<file path="src/source/per2axi_defs.svh">
`ifndef PER2AXI_DEFS_SVH
`define PER2AXI_DEFS_SVH

// Address bus width.
`define PER2AXI_ADDR_WIDTH 32

// Data bus width; one peripheral word per AXI beat.
`define PER2AXI_DATA_WIDTH 32

// Transaction id width.
`define PER2AXI_ID_WIDTH 4

// AXI user field width, passed through unchanged.
`define PER2AXI_USER_WIDTH 6

// Entries held by each channel buffer.
`define PER2AXI_BUFFER_DEPTH 2

`endif
</file>
<file path="src/source/per2axi_pkg.sv">
`default_nettype none

`include "per2axi_defs.svh"

package per2axi_pkg;

   typedef enum logic [1:0] {
      OKAY   = 2'b00,
      EXOKAY = 2'b01,
      SLVERR = 2'b10,
      DECERR = 2'b11
   } axi_resp_e;

   typedef struct packed {
      logic [`PER2AXI_ADDR_WIDTH-1:0]   addr;
      logic                             we;    // High for a write.
      logic [`PER2AXI_DATA_WIDTH-1:0]   wdata;
      logic [`PER2AXI_DATA_WIDTH/8-1:0] be;    // Byte enables.
      logic [`PER2AXI_ID_WIDTH-1:0]     id;
   } per_req_t;

   typedef struct packed {
      logic [`PER2AXI_DATA_WIDTH-1:0] rdata;
      logic                           opc;   // Error flag.
      logic [`PER2AXI_ID_WIDTH-1:0]   id;
   } per_rsp_t;

   typedef struct packed {
      logic [`PER2AXI_ADDR_WIDTH-1:0] addr;
      logic [2:0]                     prot;
      logic [3:0]                     region;
      logic [7:0]                     len;
      logic [2:0]                     size;
      logic [1:0]                     burst;
      logic                           lock;
      logic [3:0]                     cache;
      logic [3:0]                     qos;
      logic [`PER2AXI_ID_WIDTH-1:0]   id;
      logic [`PER2AXI_USER_WIDTH-1:0] user;
   } aw_t;

   // AR carries exactly the AW fields.
   typedef aw_t ar_t;

   typedef struct packed {
      logic [`PER2AXI_DATA_WIDTH-1:0]   data;
      logic [`PER2AXI_DATA_WIDTH/8-1:0] strb;
      logic                             last;
      logic [`PER2AXI_USER_WIDTH-1:0]   user;
   } w_t;

   typedef struct packed {
      axi_resp_e                      resp;
      logic [`PER2AXI_ID_WIDTH-1:0]   id;
      logic [`PER2AXI_USER_WIDTH-1:0] user;
   } b_t;

   typedef struct packed {
      logic [`PER2AXI_DATA_WIDTH-1:0] data;
      axi_resp_e                      resp;
      logic                           last;
      logic [`PER2AXI_ID_WIDTH-1:0]   id;
      logic [`PER2AXI_USER_WIDTH-1:0] user;
   } r_t;

endpackage

`default_nettype wire

</file>
<file path="src/source/per2axi.sv">
`timescale 1ns/10ps
`default_nettype none

`include "per2axi_defs.svh"

module per2axi (
   input  wire                    clk_i,
   input  wire                    rst_n_i,

   input  wire                    per_req_valid_i,
   input  per2axi_pkg::per_req_t  per_req_i,
   output logic                   per_gnt_o,
   output logic                   per_rsp_valid_o,
   output per2axi_pkg::per_rsp_t  per_rsp_o,

   output logic                   aw_valid_o,
   output per2axi_pkg::aw_t       aw_o,
   input  wire                    aw_ready_i,

   output logic                   w_valid_o,
   output per2axi_pkg::w_t        w_o,
   input  wire                    w_ready_i,

   output logic                   ar_valid_o,
   output per2axi_pkg::ar_t       ar_o,
   input  wire                    ar_ready_i,

   input  wire                    b_valid_i,
   input  per2axi_pkg::b_t        b_i,
   output logic                   b_ready_o,

   input  wire                    r_valid_i,
   input  per2axi_pkg::r_t        r_i,
   output logic                   r_ready_o
);

   // Request channel to buffer inputs.
   per2axi_pkg::aw_t aw_in;
   per2axi_pkg::w_t  w_in;
   per2axi_pkg::ar_t ar_in;
   logic             aw_in_valid;
   logic             aw_in_ready;
   logic             w_in_valid;
   logic             w_in_ready;
   logic             ar_in_valid;
   logic             ar_in_ready;

   per2axi_req_channel req_channel_i (
      .per_req_valid_i (per_req_valid_i),
      .per_req_i       (per_req_i),
      .per_gnt_o       (per_gnt_o),
      .aw_valid_o      (aw_in_valid),
      .aw_o            (aw_in),
      .aw_ready_i      (aw_in_ready),
      .w_valid_o       (w_in_valid),
      .w_o             (w_in),
      .w_ready_i       (w_in_ready),
      .ar_valid_o      (ar_in_valid),
      .ar_o            (ar_in),
      .ar_ready_i      (ar_in_ready)
   );

   per2axi_buffer #(
      .DEPTH     (`PER2AXI_BUFFER_DEPTH),
      .payload_t (per2axi_pkg::aw_t)
   ) aw_buffer_i (
      .clk_i   (clk_i),
      .rst_n_i (rst_n_i),
      .valid_i (aw_in_valid),
      .data_i  (aw_in),
      .ready_o (aw_in_ready),
      .valid_o (aw_valid_o),
      .data_o  (aw_o),
      .ready_i (aw_ready_i)
   );

   per2axi_buffer #(
      .DEPTH     (`PER2AXI_BUFFER_DEPTH),
      .payload_t (per2axi_pkg::w_t)
   ) w_buffer_i (
      .clk_i   (clk_i),
      .rst_n_i (rst_n_i),
      .valid_i (w_in_valid),
      .data_i  (w_in),
      .ready_o (w_in_ready),
      .valid_o (w_valid_o),
      .data_o  (w_o),
      .ready_i (w_ready_i)
   );

   per2axi_buffer #(
      .DEPTH     (`PER2AXI_BUFFER_DEPTH),
      .payload_t (per2axi_pkg::ar_t)
   ) ar_buffer_i (
      .clk_i   (clk_i),
      .rst_n_i (rst_n_i),
      .valid_i (ar_in_valid),
      .data_i  (ar_in),
      .ready_o (ar_in_ready),
      .valid_o (ar_valid_o),
      .data_o  (ar_o),
      .ready_i (ar_ready_i)
   );

   per2axi_res_channel res_channel_i (
      .clk_i           (clk_i),
      .rst_n_i         (rst_n_i),
      .b_valid_i       (b_valid_i),
      .b_i             (b_i),
      .b_ready_o       (b_ready_o),
      .r_valid_i       (r_valid_i),
      .r_i             (r_i),
      .r_ready_o       (r_ready_o),
      .per_rsp_valid_o (per_rsp_valid_o),
      .per_rsp_o       (per_rsp_o)
   );

endmodule

`default_nettype wire

</file>
<file path="src/source/per2axi_res_channel.sv">
`timescale 1ns/10ps
`default_nettype none

module per2axi_res_channel (
   input  wire                    clk_i,
   input  wire                    rst_n_i,

   input  wire                    b_valid_i,
   input  per2axi_pkg::b_t        b_i,
   output logic                   b_ready_o,

   input  wire                    r_valid_i,
   input  per2axi_pkg::r_t        r_i,
   output logic                   r_ready_o,

   output logic                   per_rsp_valid_o,
   output per2axi_pkg::per_rsp_t  per_rsp_o
);

   logic b_fire;
   logic r_fire;

   // The peripheral side cannot stall, so R is always taken.
   assign r_ready_o = 1'b1;
   assign b_ready_o = !r_valid_i; // R wins.

   assign r_fire = r_valid_i && r_ready_o;
   assign b_fire = b_valid_i && b_ready_o;

   always_ff @(posedge clk_i or negedge rst_n_i) begin
      if (!rst_n_i) begin
         per_rsp_valid_o <= 1'b0;
      end else begin
         per_rsp_valid_o <= r_fire || b_fire; // One cycle pulse.
      end
   end

   always_ff @(posedge clk_i) begin
      if (r_fire) begin
         per_rsp_o.rdata <= r_i.data;
         per_rsp_o.opc   <= r_i.resp[1];   // SLVERR or DECERR.
         per_rsp_o.id    <= r_i.id;
      end else if (b_fire) begin
         per_rsp_o.rdata <= '0;
         per_rsp_o.opc   <= b_i.resp[1];
         per_rsp_o.id    <= b_i.id;
      end
   end

endmodule

`default_nettype wire

</file>
<file path="src/source/per2axi_req_channel.sv">
`timescale 1ns/10ps
`default_nettype none

`include "per2axi_defs.svh"

module per2axi_req_channel (
   input  wire                    per_req_valid_i,
   input  per2axi_pkg::per_req_t  per_req_i,
   output logic                   per_gnt_o,

   output logic                   aw_valid_o,
   output per2axi_pkg::aw_t       aw_o,
   input  wire                    aw_ready_i,

   output logic                   w_valid_o,
   output per2axi_pkg::w_t        w_o,
   input  wire                    w_ready_i,

   output logic                   ar_valid_o,
   output per2axi_pkg::ar_t       ar_o,
   input  wire                    ar_ready_i
);

   localparam int unsigned BYTES    = `PER2AXI_DATA_WIDTH / 8;
   localparam int unsigned BYTE_OFF = $clog2(BYTES);

   localparam logic [1:0] BURST_INCR   = 2'b01;
   localparam logic [2:0] PROT_DEFAULT = 3'b000; // Unprivileged, secure, data.
   localparam logic [3:0] CACHE_DEFAULT = 4'b0000;
   localparam logic [3:0] QOS_DEFAULT  = 4'b0000;
   localparam logic [3:0] REGION_DEFAULT = 4'b0000;
   localparam logic [`PER2AXI_USER_WIDTH-1:0] USER_DEFAULT = '0;

   per2axi_pkg::aw_t addr_chan;
   logic             write_gnt;
   logic             read_gnt;

   // A write needs room in both AW and W, a read only in AR.
   assign write_gnt = per_req_valid_i && per_req_i.we && aw_ready_i && w_ready_i;
   assign read_gnt  = per_req_valid_i && !per_req_i.we && ar_ready_i;

   assign per_gnt_o  = write_gnt || read_gnt;
   assign aw_valid_o = write_gnt;
   assign w_valid_o  = write_gnt;
   assign ar_valid_o = read_gnt;

   always_comb begin
      addr_chan        = '0;
      addr_chan.addr   = {per_req_i.addr[`PER2AXI_ADDR_WIDTH-1:BYTE_OFF],
                          {BYTE_OFF{1'b0}}}; // Word aligned.
      addr_chan.prot   = PROT_DEFAULT;
      addr_chan.region = REGION_DEFAULT;
      addr_chan.len    = 8'd0;               // Single beat.
      addr_chan.size   = 3'(BYTE_OFF);
      addr_chan.burst  = BURST_INCR;
      addr_chan.lock   = 1'b0;
      addr_chan.cache  = CACHE_DEFAULT;
      addr_chan.qos    = QOS_DEFAULT;
      addr_chan.id     = per_req_i.id;
      addr_chan.user   = USER_DEFAULT;
   end

   // AW and AR share one layout.
   assign aw_o = addr_chan;
   assign ar_o = addr_chan;

   always_comb begin
      w_o      = '0;
      w_o.data = per_req_i.wdata;
      w_o.strb = per_req_i.be;
      w_o.last = 1'b1;
      w_o.user = USER_DEFAULT;
   end

endmodule

`default_nettype wire

</file>
<file path="src/source/per2axi_buffer.sv">
`timescale 1ns/10ps
`default_nettype none

module per2axi_buffer #(
   parameter int unsigned DEPTH = 2,
   parameter type payload_t = logic [31:0]
) (
   input  wire      clk_i,
   input  wire      rst_n_i,

   input  wire      valid_i,
   input  payload_t data_i,
   output logic     ready_o,

   output logic     valid_o,
   output payload_t data_o,
   input  wire      ready_i
);

   localparam int unsigned PTR_W = (DEPTH > 1) ? $clog2(DEPTH) : 1;
   localparam int unsigned CNT_W = $clog2(DEPTH + 1);
   localparam logic [PTR_W-1:0] LAST_PTR = PTR_W'(DEPTH - 1);
   localparam logic [CNT_W-1:0] FULL_CNT = CNT_W'(DEPTH);

   payload_t         mem [DEPTH];
   logic [PTR_W-1:0] wr_ptr;
   logic [PTR_W-1:0] rd_ptr;
   logic [CNT_W-1:0] count;
   logic             full;
   logic             push;
   logic             pop;

   assign full    = (count == FULL_CNT);
   assign valid_o = (count != '0);
   assign data_o  = mem[rd_ptr];

   // A full buffer still accepts while it drains in the same cycle.
   assign ready_o = !full || ready_i;

   assign push = valid_i && ready_o;
   assign pop  = valid_o && ready_i;

   always_ff @(posedge clk_i) begin
      if (push) begin
         mem[wr_ptr] <= data_i;
      end
   end

   always_ff @(posedge clk_i or negedge rst_n_i) begin
      if (!rst_n_i) begin
         wr_ptr <= '0;
         rd_ptr <= '0;
         count  <= '0;
      end else begin
         if (push) begin
            wr_ptr <= (wr_ptr == LAST_PTR) ? '0 : wr_ptr + 1'b1; // Wrap.
         end
         if (pop) begin
            rd_ptr <= (rd_ptr == LAST_PTR) ? '0 : rd_ptr + 1'b1;
         end
         if (push && !pop) begin
            count <= count + 1'b1;
         end else if (pop && !push) begin
            count <= count - 1'b1;
         end
      end
   end

endmodule

`default_nettype wire

</file>
<file path="config.mk">
export PLATFORM = sky130hd
export DESIGN_NAME = per2axi
export DESIGN_NICKNAME = d
export VERILOG_FILES = /design/src/source/per2axi_pkg.sv /design/src/source/per2axi.sv /design/src/source/per2axi_res_channel.sv /design/src/source/per2axi_req_channel.sv /design/src/source/per2axi_buffer.sv
export VERILOG_INCLUDE_DIRS = /design/src /design/src/source
export SDC_FILE = /design/constraint.sdc
export NUM_CORES = 1
export LEC_CHECK = 0
export ABC_AREA = 1
export ABC_CLOCK_PERIOD_IN_PS = 4050
export BUFFER_PORTS_ARGS = -buffer_cell sky130_fd_sc_hd__buf_2
export CORE_AREA = 2 2 187 189
export CTS_CLUSTER_DIAMETER = 200
export DETAILED_ROUTE_END_ITERATION = 12
export DIE_AREA = 0 0 189 191
export GPL_TIMING_DRIVEN = 0
export PLACE_DENSITY = 0.83
export SLEW_MARGIN = 20
export SYNTH_ARGS = -nofsm -noshare
export SYNTH_HDL_FRONTEND = slang
export SYNTH_HIERARCHICAL = 1
export SYNTH_SLANG_ARGS = --single-unit
</file>
<file path="constraint.sdc">
create_clock -name clk_i -period 4.05 [get_ports clk_i]
set_input_delay 0.405 -clock clk_i [delete_from_list [all_inputs] [get_ports clk_i]]
set_output_delay 0.405 -clock clk_i [all_outputs]
set_load 0.02 [all_outputs]
</file>
Word-level counts from Yosys, hierarchy flattened
Memories as Yosys holds them, arrays and structs flattened.
Cells that the tools add are included.
Word-level totals
  bits in registers: 50
  latch bits: 0
  bits in writable memories: 208
  ROM bits: 0
  input bits: 138
  output and inout port bits: 229
  word-level logic and storage cells: 92
  memories kept: 3
Memory list
  w_buffer_i.mem: depth 2, bits a word 36, rd ports 1, clocked after Yosys merged registers in 0, wr ports 1, RTL line per2axi_buffer.sv:25  | payload_t mem [DEPTH];
  ar_buffer_i.mem: depth 2, bits a word 34, rd ports 1, clocked after Yosys merged registers in 0, wr ports 1, RTL line per2axi_buffer.sv:25
  aw_buffer_i.mem: depth 2, bits a word 34, rd ports 1, clocked after Yosys merged registers in 0, wr ports 1, RTL line per2axi_buffer.sv:25
Cells by class
  add/subtract/negate cells: 12
  $mul: 0
  divide/modulo/power cells: 0
  order comparisons: 0
  equality and inequality tests: 3
  shift operators: 0
  muxes and demuxes: 20
  bitwise operators: 0
  reduce and logical (&&, ||, !) cells: 41
Operators with widths (count)
  $mux 37: 2
  $logic_and 1x1->1: 18
  $reduce_bool 2->1: 7
  $mux 1: 12
  $mux 2: 6
  $logic_not 1->1: 11
  $add 1x1->1 const B: 6
  $add 2x1->2 const B: 3
  $eq 2x2->1 const B: 3
  $sub 2x1->2 const B: 3
  $logic_or 1x1->1: 5

Longest topological paths before layout
Gate-level depths: netlist (run 1).
  word-level depth: 10
  depth in mapped cells: 15
  gate-level depth less buffers: 14

Modules after synthesis
Netlist (run 1), hierarchy kept.
By module, submodules not included
  per2axi_buffer (ar_buffer_i ...): times used 2, cells each 402, area an instance 5422.7 sq um, seq. area each 4364.2 sq um
  per2axi_buffer (w_buffer_i): times used 1, cells each 256, area an instance 3432.0 sq um, seq. area each 2682.6 sq um
  per2axi_res_channel: times used 1, cells each 125, area an instance 1482.7 sq um, seq. area each 1136.1 sq um
  per2axi_req_channel: times used 1, cells each 197, area an instance 1441.4 sq um, seq. area each 0.0 sq um

Least setup slack after synthesis (run 1)
OpenSTA, ideal clock, no wires.
  path type: input port to flip-flop
  start point: input aw_ready_i
  end point: memory aw_buffer_i/mem[1][0] (netlist bit), enable pin
  library setup time: 0.500 ns
  data arrival time: 3.808 ns
  required time: 3.550 ns
  setup slack: -0.258 ns
  stages: 8
  buffers on the path: 0
  cell sequence: inv_1 nand3_1 nand2_1 inv_1 nand2_1 inv_1 nand2_1 nor2_1
On the way
  cells in the longest elaborated chain, start to end: 6
Ends and longest elaborated chain
  start: declaration: RTL line per2axi.sv:18  | input wire aw_ready_i,
  $logic_or 1x1->1: RTL line per2axi_buffer.sv:38  | assign ready_o = !full || ready_i;
  net aw_in_ready: RTL line per2axi.sv:42  | logic aw_in_ready;
  $logic_and 1x1->1 (2 in series): RTL line per2axi_req_channel.sv:39  | assign write_gnt = per_req_valid_i && per_req_i.we && aw_ready_i && w_ready_i;
  net aw_in_valid: RTL line per2axi.sv:41  | logic aw_in_valid;
  $logic_and 1x1->1: RTL line per2axi_buffer.sv:40  | assign push = valid_i && ready_o;
  $mux 1: RTL line per2axi_buffer.sv:44  | if (push) begin
  $mux 1 (implied by the code): RTL line per2axi_buffer.sv:45  | mem[wr_ptr] <= data_i;
  end: declaration: RTL line per2axi_buffer.sv:25
The timed path passes the listed nets, and every way through them passes these cells.

Worst setup path in the final report (run 1)
  start point: register aw_buffer_i.count[0]
  end point: memory aw_buffer_i/mem[1][32] (netlist bit), enable pin
On the way
  cells in the longest elaborated chain, start to end: 8
Ends and longest elaborated chain
  start: declaration: RTL line per2axi_buffer.sv:28  | logic [CNT_W-1:0] count;
  start signal: assignment: RTL line per2axi_buffer.sv:62  | count <= count + 1'b1;
  start signal: assignment: RTL line per2axi_buffer.sv:64  | count <= count - 1'b1;
  $eq 2x2->1: RTL line per2axi_buffer.sv:33  | assign full = (count == FULL_CNT);
  $logic_not 1->1: RTL line per2axi_buffer.sv:38
  $logic_or 1x1->1: RTL line per2axi_buffer.sv:38
  net aw_in_ready: RTL line per2axi.sv:42
  $logic_and 1x1->1 (2 in series): RTL line per2axi_req_channel.sv:39
  net aw_in_valid: RTL line per2axi.sv:41
  $logic_and 1x1->1: RTL line per2axi_buffer.sv:40
  $mux 1: RTL line per2axi_buffer.sv:44
  $mux 1 (implied by the code): RTL line per2axi_buffer.sv:45
The timed path passes the listed nets, and every way through them passes these cells.

==> qor.tcl, run 1 <==
set qor(outcome) {completed}
set qor(post_drt_via_cell_ratio) 4.62
set qor(critical_path_class) {flop to flop}
set qor(hold_depth) 1
set qor(fraction_of_final_layout_cells_with_drive_strength_greater_than_1) 0.326
set qor(diodes) 0
set qor(worst_r2r_path_depth) 11
set qor(hpwlAfterDp_mm) 26.9
set qor(dieArea_sq_mm) 0.0361
set qor(final_nets) 1935
set qor(final_util) 0.617
set qor(final-max-slew-violation-count) 0
set qor(max-vdd-ir-drop_mv) 0.450
set qor(drt_pass1_iterations) 5
set qor(clockRootBuffer) {sky130_fd_sc_hd__clkbuf_16}
set qor(post_placement_cell_area_sq_mm) 0.0197
set qor(core_sq_mm) 0.0341
set qor(ant_nets) 0
set qor(initial_standard_cell_utilization_of_the_core) 0.504
set qor(syn_area_per_cell_sq_um) 12.4
set qor(seq_area_frac_synth) 0.729
set qor(worst_ep_arrival_time_ps) 2530
set qor(finClkSkew_ps) 9.50
set qor(required_ps) 4280
set qor(overall_global_routing_resource_usage) 0.204
set qor(finalWirelength_mm) 37.7
set qor(post-synth-top-area-fraction) 0.711
set qor(setup_total_negative_slack_ps) 0
set qor(numPortBuffers) 277
set qor(max_clock_freq_ghz) 0.435
set qor(tritoncts_num_sinks) 420
set qor(number_of_primary_i_o_pins) 367
set qor(cts_inserted_buffers) 43
set qor(startpoint_type) {flop}
set qor(yosys.cell_count.top_type) {sky130_fd_sc_hd__nand2_1}
set qor(period_needed_ps) 2300
set qor(synth.distinct_cells) 21
set qor(yosys.area.top_type) {sky130_fd_sc_hd__edfxtp_1}
set qor(flop_to_flop_setup_slack_ps) 1750
set qor(synthArstFlopShare) 0.0310
set qor(dieWidth_um) 189
set qor(ys_top_cells_by_count) {sky130_fd_sc_hd__nand2_1, sky130_fd_sc_hd__edfxtp_1, sky130_fd_sc_hd__buf_4}
set qor(max-slew-margin-rel) 0.390
set qor(syn_to_final_growth_pct) 22.4
set qor(wire_per_inst_um) 16.6
set qor(tightestPinTransition_ps) 915
set qor(final_min_period_over_clock_period) 0.567
set qor(worstPathMaxFanout) 24
set qor(drc_errors) 0
set qor(synthesis.area_sq_mm) 0.0172
set qor(fin_hold_ws_ps) 53.6
set qor(r2r-start) {aw_buffer_i/count[0]$_DFFE_PN0P_}
set qor(fp.dieH_um) 191
set qor(std_cell_rows) 68
set qor(report.final.hold_viol_count) 0
set qor(critical_path.reg2reg.endpoint) {aw_buffer_i/mem[1][32]$_DFFE_PP_}
set qor(reported_max_cap_violation_count) 0
set qor(grt_overflow) 0
set qor(finalSetupViolations) 0
set qor(grt_start_max_net_pins) 47
set qor(p_leak_nw) 9.59
set qor(tritoncts) {yes}
set qor(synth_edf_count) 407
set qor(crit_path_end) {aw_buffer_i/mem[1][32]$_DFFE_PP_}
set qor(power_density_mw_per_mm2) 679
set qor(antenna_found_initial) 0
set qor(finish.instance_area_sq_mm) 0.0210
set qor(grt_setup_unrepaired) {false}
set qor(leading_post_synthesis_cells_by_cell_area) {sky130_fd_sc_hd__edfxtp_1, sky130_fd_sc_hd__nand2_1, sky130_fd_sc_hd__buf_4}
set qor(htreeDepth) 2
set qor(cts-resized-gates) 0
set qor(synth_ff_type) {sky130_fd_sc_hd__edfxtp_1}
set qor(first_iter_violations) 678
set qor(cp-end-kind) {flop}
set qor(hold_path_class) {primary input to flop}
set qor(cts.path.max_buffers) 3
set qor(cts.clk_slew.worst_paths_ps) 60
set qor(first_pass_grt_wire_length_mm) 56.2
set qor(gp_congestion) 0.777
set qor(first_global_vias) 10500
set qor(num_vias) 10500
set qor(total_number_of_yosys_warnings) 6
set qor(setup.worst_path.start) {aw_buffer_i/count[0]$_DFFE_PN0P_}
set qor(worst_skew_pair.late_latency_ps) 530
set qor(postSynthCellCount) 1382
set qor(synth.ff_latch_count) 420
cell families (layout without fill, tap and decap cells):
family                   Yosys count  in the layout  synth area share
adder cells (fa/ha/maj)            3              3           0.00218
other                              3             82          0.000655
flip-flops                       420            420             0.729
AND/OR/NAND/NOR                  659            659             0.147
buffers and inverters            294            656             0.119
XOR/XNOR                           3              3           0.00153
cells in the final DEF, fill, tap and decap left out, drive strengths merged:
| master | Yosys | layout |
|---|---|---|
| bufinv | 0 | 3 |
| or2 | 1 | 1 |
| nand3b | 1 | 1 |
| ha | 3 | 3 |
| buf | 230 | 517 |
| clkinv | 0 | 10 |
| clkbuf | 0 | 61 |
| nand3 | 12 | 12 |
| dlygate4sd3 | 0 | 1 |
| xnor2 | 3 | 3 |
| nand2 | 639 | 639 |
| edfxtp | 407 | 407 |
| inv | 64 | 64 |
| conb | 3 | 82 |
| nand4 | 3 | 3 |
| dfrtp | 13 | 13 |
| nor2 | 3 | 3 |
critical path, stage by stage, from the launching register on:
cell                      delay, ps
sky130_fd_sc_hd__dfrtp_1        380
sky130_fd_sc_hd__inv_1           80
sky130_fd_sc_hd__nand3_1        120
sky130_fd_sc_hd__nand2_1         70
sky130_fd_sc_hd__inv_1           50
sky130_fd_sc_hd__nand2_1         70
sky130_fd_sc_hd__inv_1          100
sky130_fd_sc_hd__nand2_1        120
sky130_fd_sc_hd__nor2_4         350
sky130_fd_sc_hd__buf_16         220
sky130_fd_sc_hd__buf_12         200
sky130_fd_sc_hd__buf_12         200
final cells by class:
class | instances | area [sq um]
timing repair buffer | 288 | 1630
buffer | 230 | 1790
sequential | 420 | 12500
multi-input combinational | 747 | 2930
clock inverter | 13 | 140
clock buffer | 61 | 1190
fill | 2506 | 13100
inverter | 64 | 263
tap | 455 | 569
where the power goes:
part	internal, mW	switching (mW)	leakage, nW
combinational	1.55	3.43	5.02
clock	2.22	1.55	0.648
sequential	5.39	0.152	3.93
how the worst min path moves through the flow:
stage / slack [ps] / from / to
after floorplan: 110 / rst_n_i / ar_buffer_i/count[0]$_DFFE_PN0P_
after global routing: 20 / per_req_i[69] / ar_buffer_i/mem[1][67]$_DFFE_PP_
after global placement: 320 / rst_n_i / w_buffer_i/rd_ptr$_DFFE_PN0P_
final: 50 / per_req_i[23] / w_buffer_i/mem[0][26]$_DFFE_PP_
after detailed placement: 330 / rst_n_i / w_buffer_i/rd_ptr$_DFFE_PN0P_
after CTS: 30 / per_req_i[69] / ar_buffer_i/mem[1][67]$_DFFE_PP_
metrics by stage:
step | total power [mW] | setup WS [ps] | std cells
2_1_floorplan | 8.81 | 863 | 1461
3_3_place_gp | 10.5 | -601 | 2193
3_5_place_dp | 10.7 | 1610 | 2203
4_1_cts | 14.4 | 1680 | 2278
5_1_grt | 15.0 | 1550 | 2278
6_report | 14.3 | 1750 | 2278
what timing repair did:
| action | in CTS | in global routing |
|---|---|---|
| endpoints found under the setup margin | 0 | 0 |
| endpoints found under the hold margin | 13 | 0 |
| hold buffers | 1 | 0 |
| buffers inserted | 0 | 0 |
registers in the layout, indices dropped and copies added (netlist names):
name                           count
ar_buffer_i/mem                  142
aw_buffer_i/mem                  142
w_buffer_i/mem                    86
res_channel_i/per_rsp_o           37
ar_buffer_i/count                  2
aw_buffer_i/count                  2
w_buffer_i/count                   2
ar_buffer_i/rd_ptr                 1
ar_buffer_i/wr_ptr                 1
aw_buffer_i/rd_ptr                 1
aw_buffer_i/wr_ptr                 1
res_channel_i/per_rsp_valid_o      1
w_buffer_i/rd_ptr                  1
w_buffer_i/wr_ptr                  1
layer usage:
metal,global-route usage,part of all wire,vias to the layer above
met2,0.361,0.51,359
met3,0.0734,0.095,70
met1,0.230,0.37,5008
met5,0,0,-
li1,-,-,5083
met4,0.0637,0.026,0
Power figures use the tool's default switching activity.
==> inputs of run 2 (changes only) <==
--- a/config.mk
+++ b/config.mk
@@ -7,14 +7,14 @@
 export NUM_CORES = 1
 export LEC_CHECK = 0
 export ABC_AREA = 1
-export ABC_CLOCK_PERIOD_IN_PS = 4050
+export ABC_CLOCK_PERIOD_IN_PS = 2140
 export BUFFER_PORTS_ARGS = -buffer_cell sky130_fd_sc_hd__buf_2
-export CORE_AREA = 2 2 187 189
+export CORE_AREA = 2 2 180 182
 export CTS_CLUSTER_DIAMETER = 200
 export DETAILED_ROUTE_END_ITERATION = 12
-export DIE_AREA = 0 0 189 191
+export DIE_AREA = 0 0 182 184
 export GPL_TIMING_DRIVEN = 0
-export PLACE_DENSITY = 0.83
+export PLACE_DENSITY = 0.85
 export SLEW_MARGIN = 20
 export SYNTH_ARGS = -nofsm -noshare
 export SYNTH_HDL_FRONTEND = slang
==> constraint.sdc (replaced) <==
create_clock -name clk_i -period 2.14 [get_ports clk_i]
set_input_delay 0.214 -clock clk_i [delete_from_list [all_inputs] [get_ports clk_i]]
set_output_delay 0.214 -clock clk_i [all_outputs]
set_load 0.02 [all_outputs]
==> qor.tcl, run 2 (synthesis gave the netlist of run 1 again) <==
set qor(outcome) {completed}
set qor(first_global_vias) 12000 ;# +14%
set qor(fraction_of_final_layout_cells_with_drive_strength_greater_than_1) 0.319 ;# -0.00710
set qor(cts.path.max_buffers) 3 ;# unchanged
set qor(layout_commonest_cell) {sky130_fd_sc_hd__nand2_1}
set qor(antenna_found_initial) 4 ;# +4
set qor(wire_per_inst_um) 18.5 ;# +12%
set qor(dieWidth_um) 182 ;# -3.7%
set qor(fillers) 1937 ;# -23%
set qor(slowest_delay_ps) 460 ;# +80 ps
set qor(drt_pass1_iterations) 5 ;# unchanged
set qor(largestRegisters) {ar_buffer_i/mem x142, aw_buffer_i/mem x142, w_buffer_i/mem x86}
set qor(gp_congestion) 0.764 ;# -1.7%
set qor(first_iter_violations) 645 ;# -4.9%
set qor(max-vdd-ir-drop_mv) 1.03 ;# +130%
set qor(clockRootBuffer) {sky130_fd_sc_hd__clkbuf_16}
set qor(power_density_mw_per_mm2) 1240 ;# +83%
set qor(switching_share) 0.366 ;# +0.00697
set qor(p_int_mw) 17.6 ;# +92%
set qor(report.final.hold_viol_count) 0 ;# unchanged
set qor(reported_max_cap_violation_count) 0 ;# unchanged
set qor(cts.clk_slew.worst_paths_ps) 60 ;# about the same
set qor(startpoint_type) {flop}
set qor(num_vias) 11500 ;# +9.8%
set qor(grt_overflow) 0 ;# unchanged
set qor(initial_standard_cell_utilization_of_the_core) 0.548 ;# +0.0438
set qor(first_pass_grt_wire_length_mm) 64.0 ;# +14%
set qor(tightestPinTransition_ps) 905 ;# -9.67 ps
set qor(finalSetupViolations) 0 ;# unchanged
set qor(setup_total_negative_slack_ps) 0 ;# unchanged
set qor(overall_global_routing_resource_usage) 0.250 ;# +0.0466
set qor(ant_nets) 0 ;# unchanged
set qor(crit_path_top_delay_cell) {sky130_fd_sc_hd__clkinvlp_4}
set qor(fp.dieH_um) 184 ;# -3.7%
set qor(numPortBuffers) 277 ;# unchanged
set qor(final_min_period_over_clock_period) 0.946 ;# +0.379
set qor(final_nets) 2060 ;# +6.5%
set qor(mostFrequentLayoutCells) {sky130_fd_sc_hd__nand2_1, sky130_fd_sc_hd__edfxtp_1, sky130_fd_sc_hd__buf_2}
set qor(tritoncts) {yes}
set qor(fin_total_pwr_mw) 27.7 ;# +94%
set qor(cp_cell_instances) {inv_2, nand3_4, nand2_1, inv_1, nand2_2, inv_2, buf_4, nand3_4, clkinvlp_4}
set qor(htreeDepth) 2 ;# unchanged
set qor(worst_ep_arrival_time_ps) 2120 ;# -410 ps
set qor(worstPathMaxFanout) 22 ;# -8.3%
set qor(post_drt_via_cell_ratio) 4.92 ;# +6.5%
set qor(critical_path_class) {flop to flop}
set qor(p_comb_frac) 0.360 ;# +0.012
set qor(std_cell_rows) 65 ;# -4.4%
set qor(multi_input_area_sq_mm) 0.00298 ;# +1.9%
set qor(crit_buf_inv) 5 ;# -1
set qor(period_needed_ps) 2020 ;# -273 ps
set qor(core_sq_mm) 0.0314 ;# -8.0%
set qor(clock_power_share) 0.260 ;# -0.004
set qor(p_leak_nw) 10.1 ;# +5.3%
set qor(hpwlAfterDp_mm) 26.0 ;# -3.5%
set qor(number_of_primary_i_o_pins) 367 ;# unchanged
set qor(hold_path_class) {primary input to flop}
set qor(seq_power_share) 0.380 ;# -0.008
set qor(required_ps) 2240 ;# -2040 ps
set qor(max-slew-margin-rel) 0.396 ;# +0.00645
set qor(finalWirelength_mm) 43.4 ;# +15%
set qor(final-max-slew-violation-count) 0 ;# unchanged
set qor(crit_family) {buffers and inverters}
set qor(p_sw_mw) 10.1 ;# +98%
set qor(seq_area_sq_mm) 0.0125 ;# unchanged
set qor(finClkSkew_ps) 30.8 ;# +21.3 ps
set qor(dieArea_sq_mm) 0.0335 ;# -7.2%
set qor(grt_setup_unrepaired) {true}
set qor(drc_errors) 0 ;# unchanged
set qor(worst_skew_pair.late_latency_ps) 540 ;# about the same
set qor(max_clock_freq_ghz) 0.494 ;# +14%
set qor(tritoncts_num_sinks) 420 ;# unchanged
set qor(grt_start_max_net_pins) 39 ;# -17%
set qor(cts_inserted_buffers) 42 ;# -2.3%
set qor(syn_to_final_growth_pct) 29.6
set qor(cp-end-kind) {flop}
[run 2: cell count changes in the layout (fill, tap and decap cells not counted), sizes merged]
cell	delta
bufinv	+1
buf	+10
clkinvlp	+7
clkbuf	-5
dlygate4sd3	+113
inv	-3
clkinv	-1
diode	+2
[run 2: path summary, 6_finish.rpt]
kind                       cells past startpoint                                    to  slack [ps]                             from
min                                            3  res_channel_i/per_rsp_o[0]$_DFFE_PP_          60                           b_i[6]
min in group asynchronous                      2         w_buffer_i/rd_ptr$_DFFE_PN0P_         200                          rst_n_i
min reg2reg                                    2        aw_buffer_i/wr_ptr$_DFFE_PN0N_         470   aw_buffer_i/wr_ptr$_DFFE_PN0N_
max reg2reg                                    9       w_buffer_i/mem[0][29]$_DFFE_PP_         120  w_buffer_i/count[0]$_DFFE_PN0P_
max                                            9       w_buffer_i/mem[0][29]$_DFFE_PP_         120  w_buffer_i/count[0]$_DFFE_PN0P_
max in group asynchronous                      2      ar_buffer_i/count[1]$_DFFE_PN0P_        1650                          rst_n_i
[run 2: per-stage QoR]
| step | cells | setup WS, ps | cell area [sq um] | hold WS, ps | util |
|---|---|---|---|---|---|
| after floorplan | 1461 | -143 | 17600 | -81.6 | - |
| after global placement | 2140 | -909 | 19400 | 136 | 0.619 |
| after detailed placement | 2151 | -380 | 19700 | 142 | 0.627 |
| after CTS | 2341 | 0.751 | 22200 | 32.2 | 0.707 |
| after global routing | 2348 | -8.75 | 22300 | 59.8 | 0.710 |
| final | 2349 | 115 | 22300 | 61.9 | 0.710 |
[run 2: cell type report]
type,instances,area share
diodes,2,0.000225
plain buffers,230,0.0802
clock buffers,56,0.0514
clock inverters,14,0.00853
inverters,64,0.0121
multi-input cells,747,0.134
flip-flops and latches,420,0.563
well taps,402,0.0226
repair buffers,411,0.127
repair inverters,3,0.000786
[run 2: worst min-delay path, stage by stage]
cell	delay, ps
sky130_fd_sc_hd__buf_2	80
sky130_fd_sc_hd__nand2_1	40
sky130_fd_sc_hd__nand2_1	110
[run 2: power by group through the flow]
stage	Sequential, mW	Clock [mW]	Combinational [mW]
finish	10.5	7.20	9.97
global route	10.6	7.60	10.7
CTS	10.5	7.20	9.79
detailed placement	10.7	0	9.49
global placement	10.7	0	9.07
floorplan	10.7	0	5.99
[run 2: repair_timing]
| action | in CTS | in global routing |
|---|---|---|
| endpoints found under the hold margin | 260 | 0 |
| resized for setup | 2 | 4 |
| cloned | 3 | 0 |
| hold buffers | 114 | 0 |
| buffers inserted | 3 | 6 |
| pin swaps | 1 | 2 |
| endpoints found under the setup margin | 175 | 59 |
[run 2: metal layers]
layer / GRT usage / up-vias / part of all wire
met5: 0 / - / 0.00071
met4: 0.0935 / 4 / 0.033
met3: 0.0753 / 121 / 0.089
met2: 0.466 / 515 / 0.53
met1: 0.267 / 5567 / 0.34
li1: - / 5342 / -
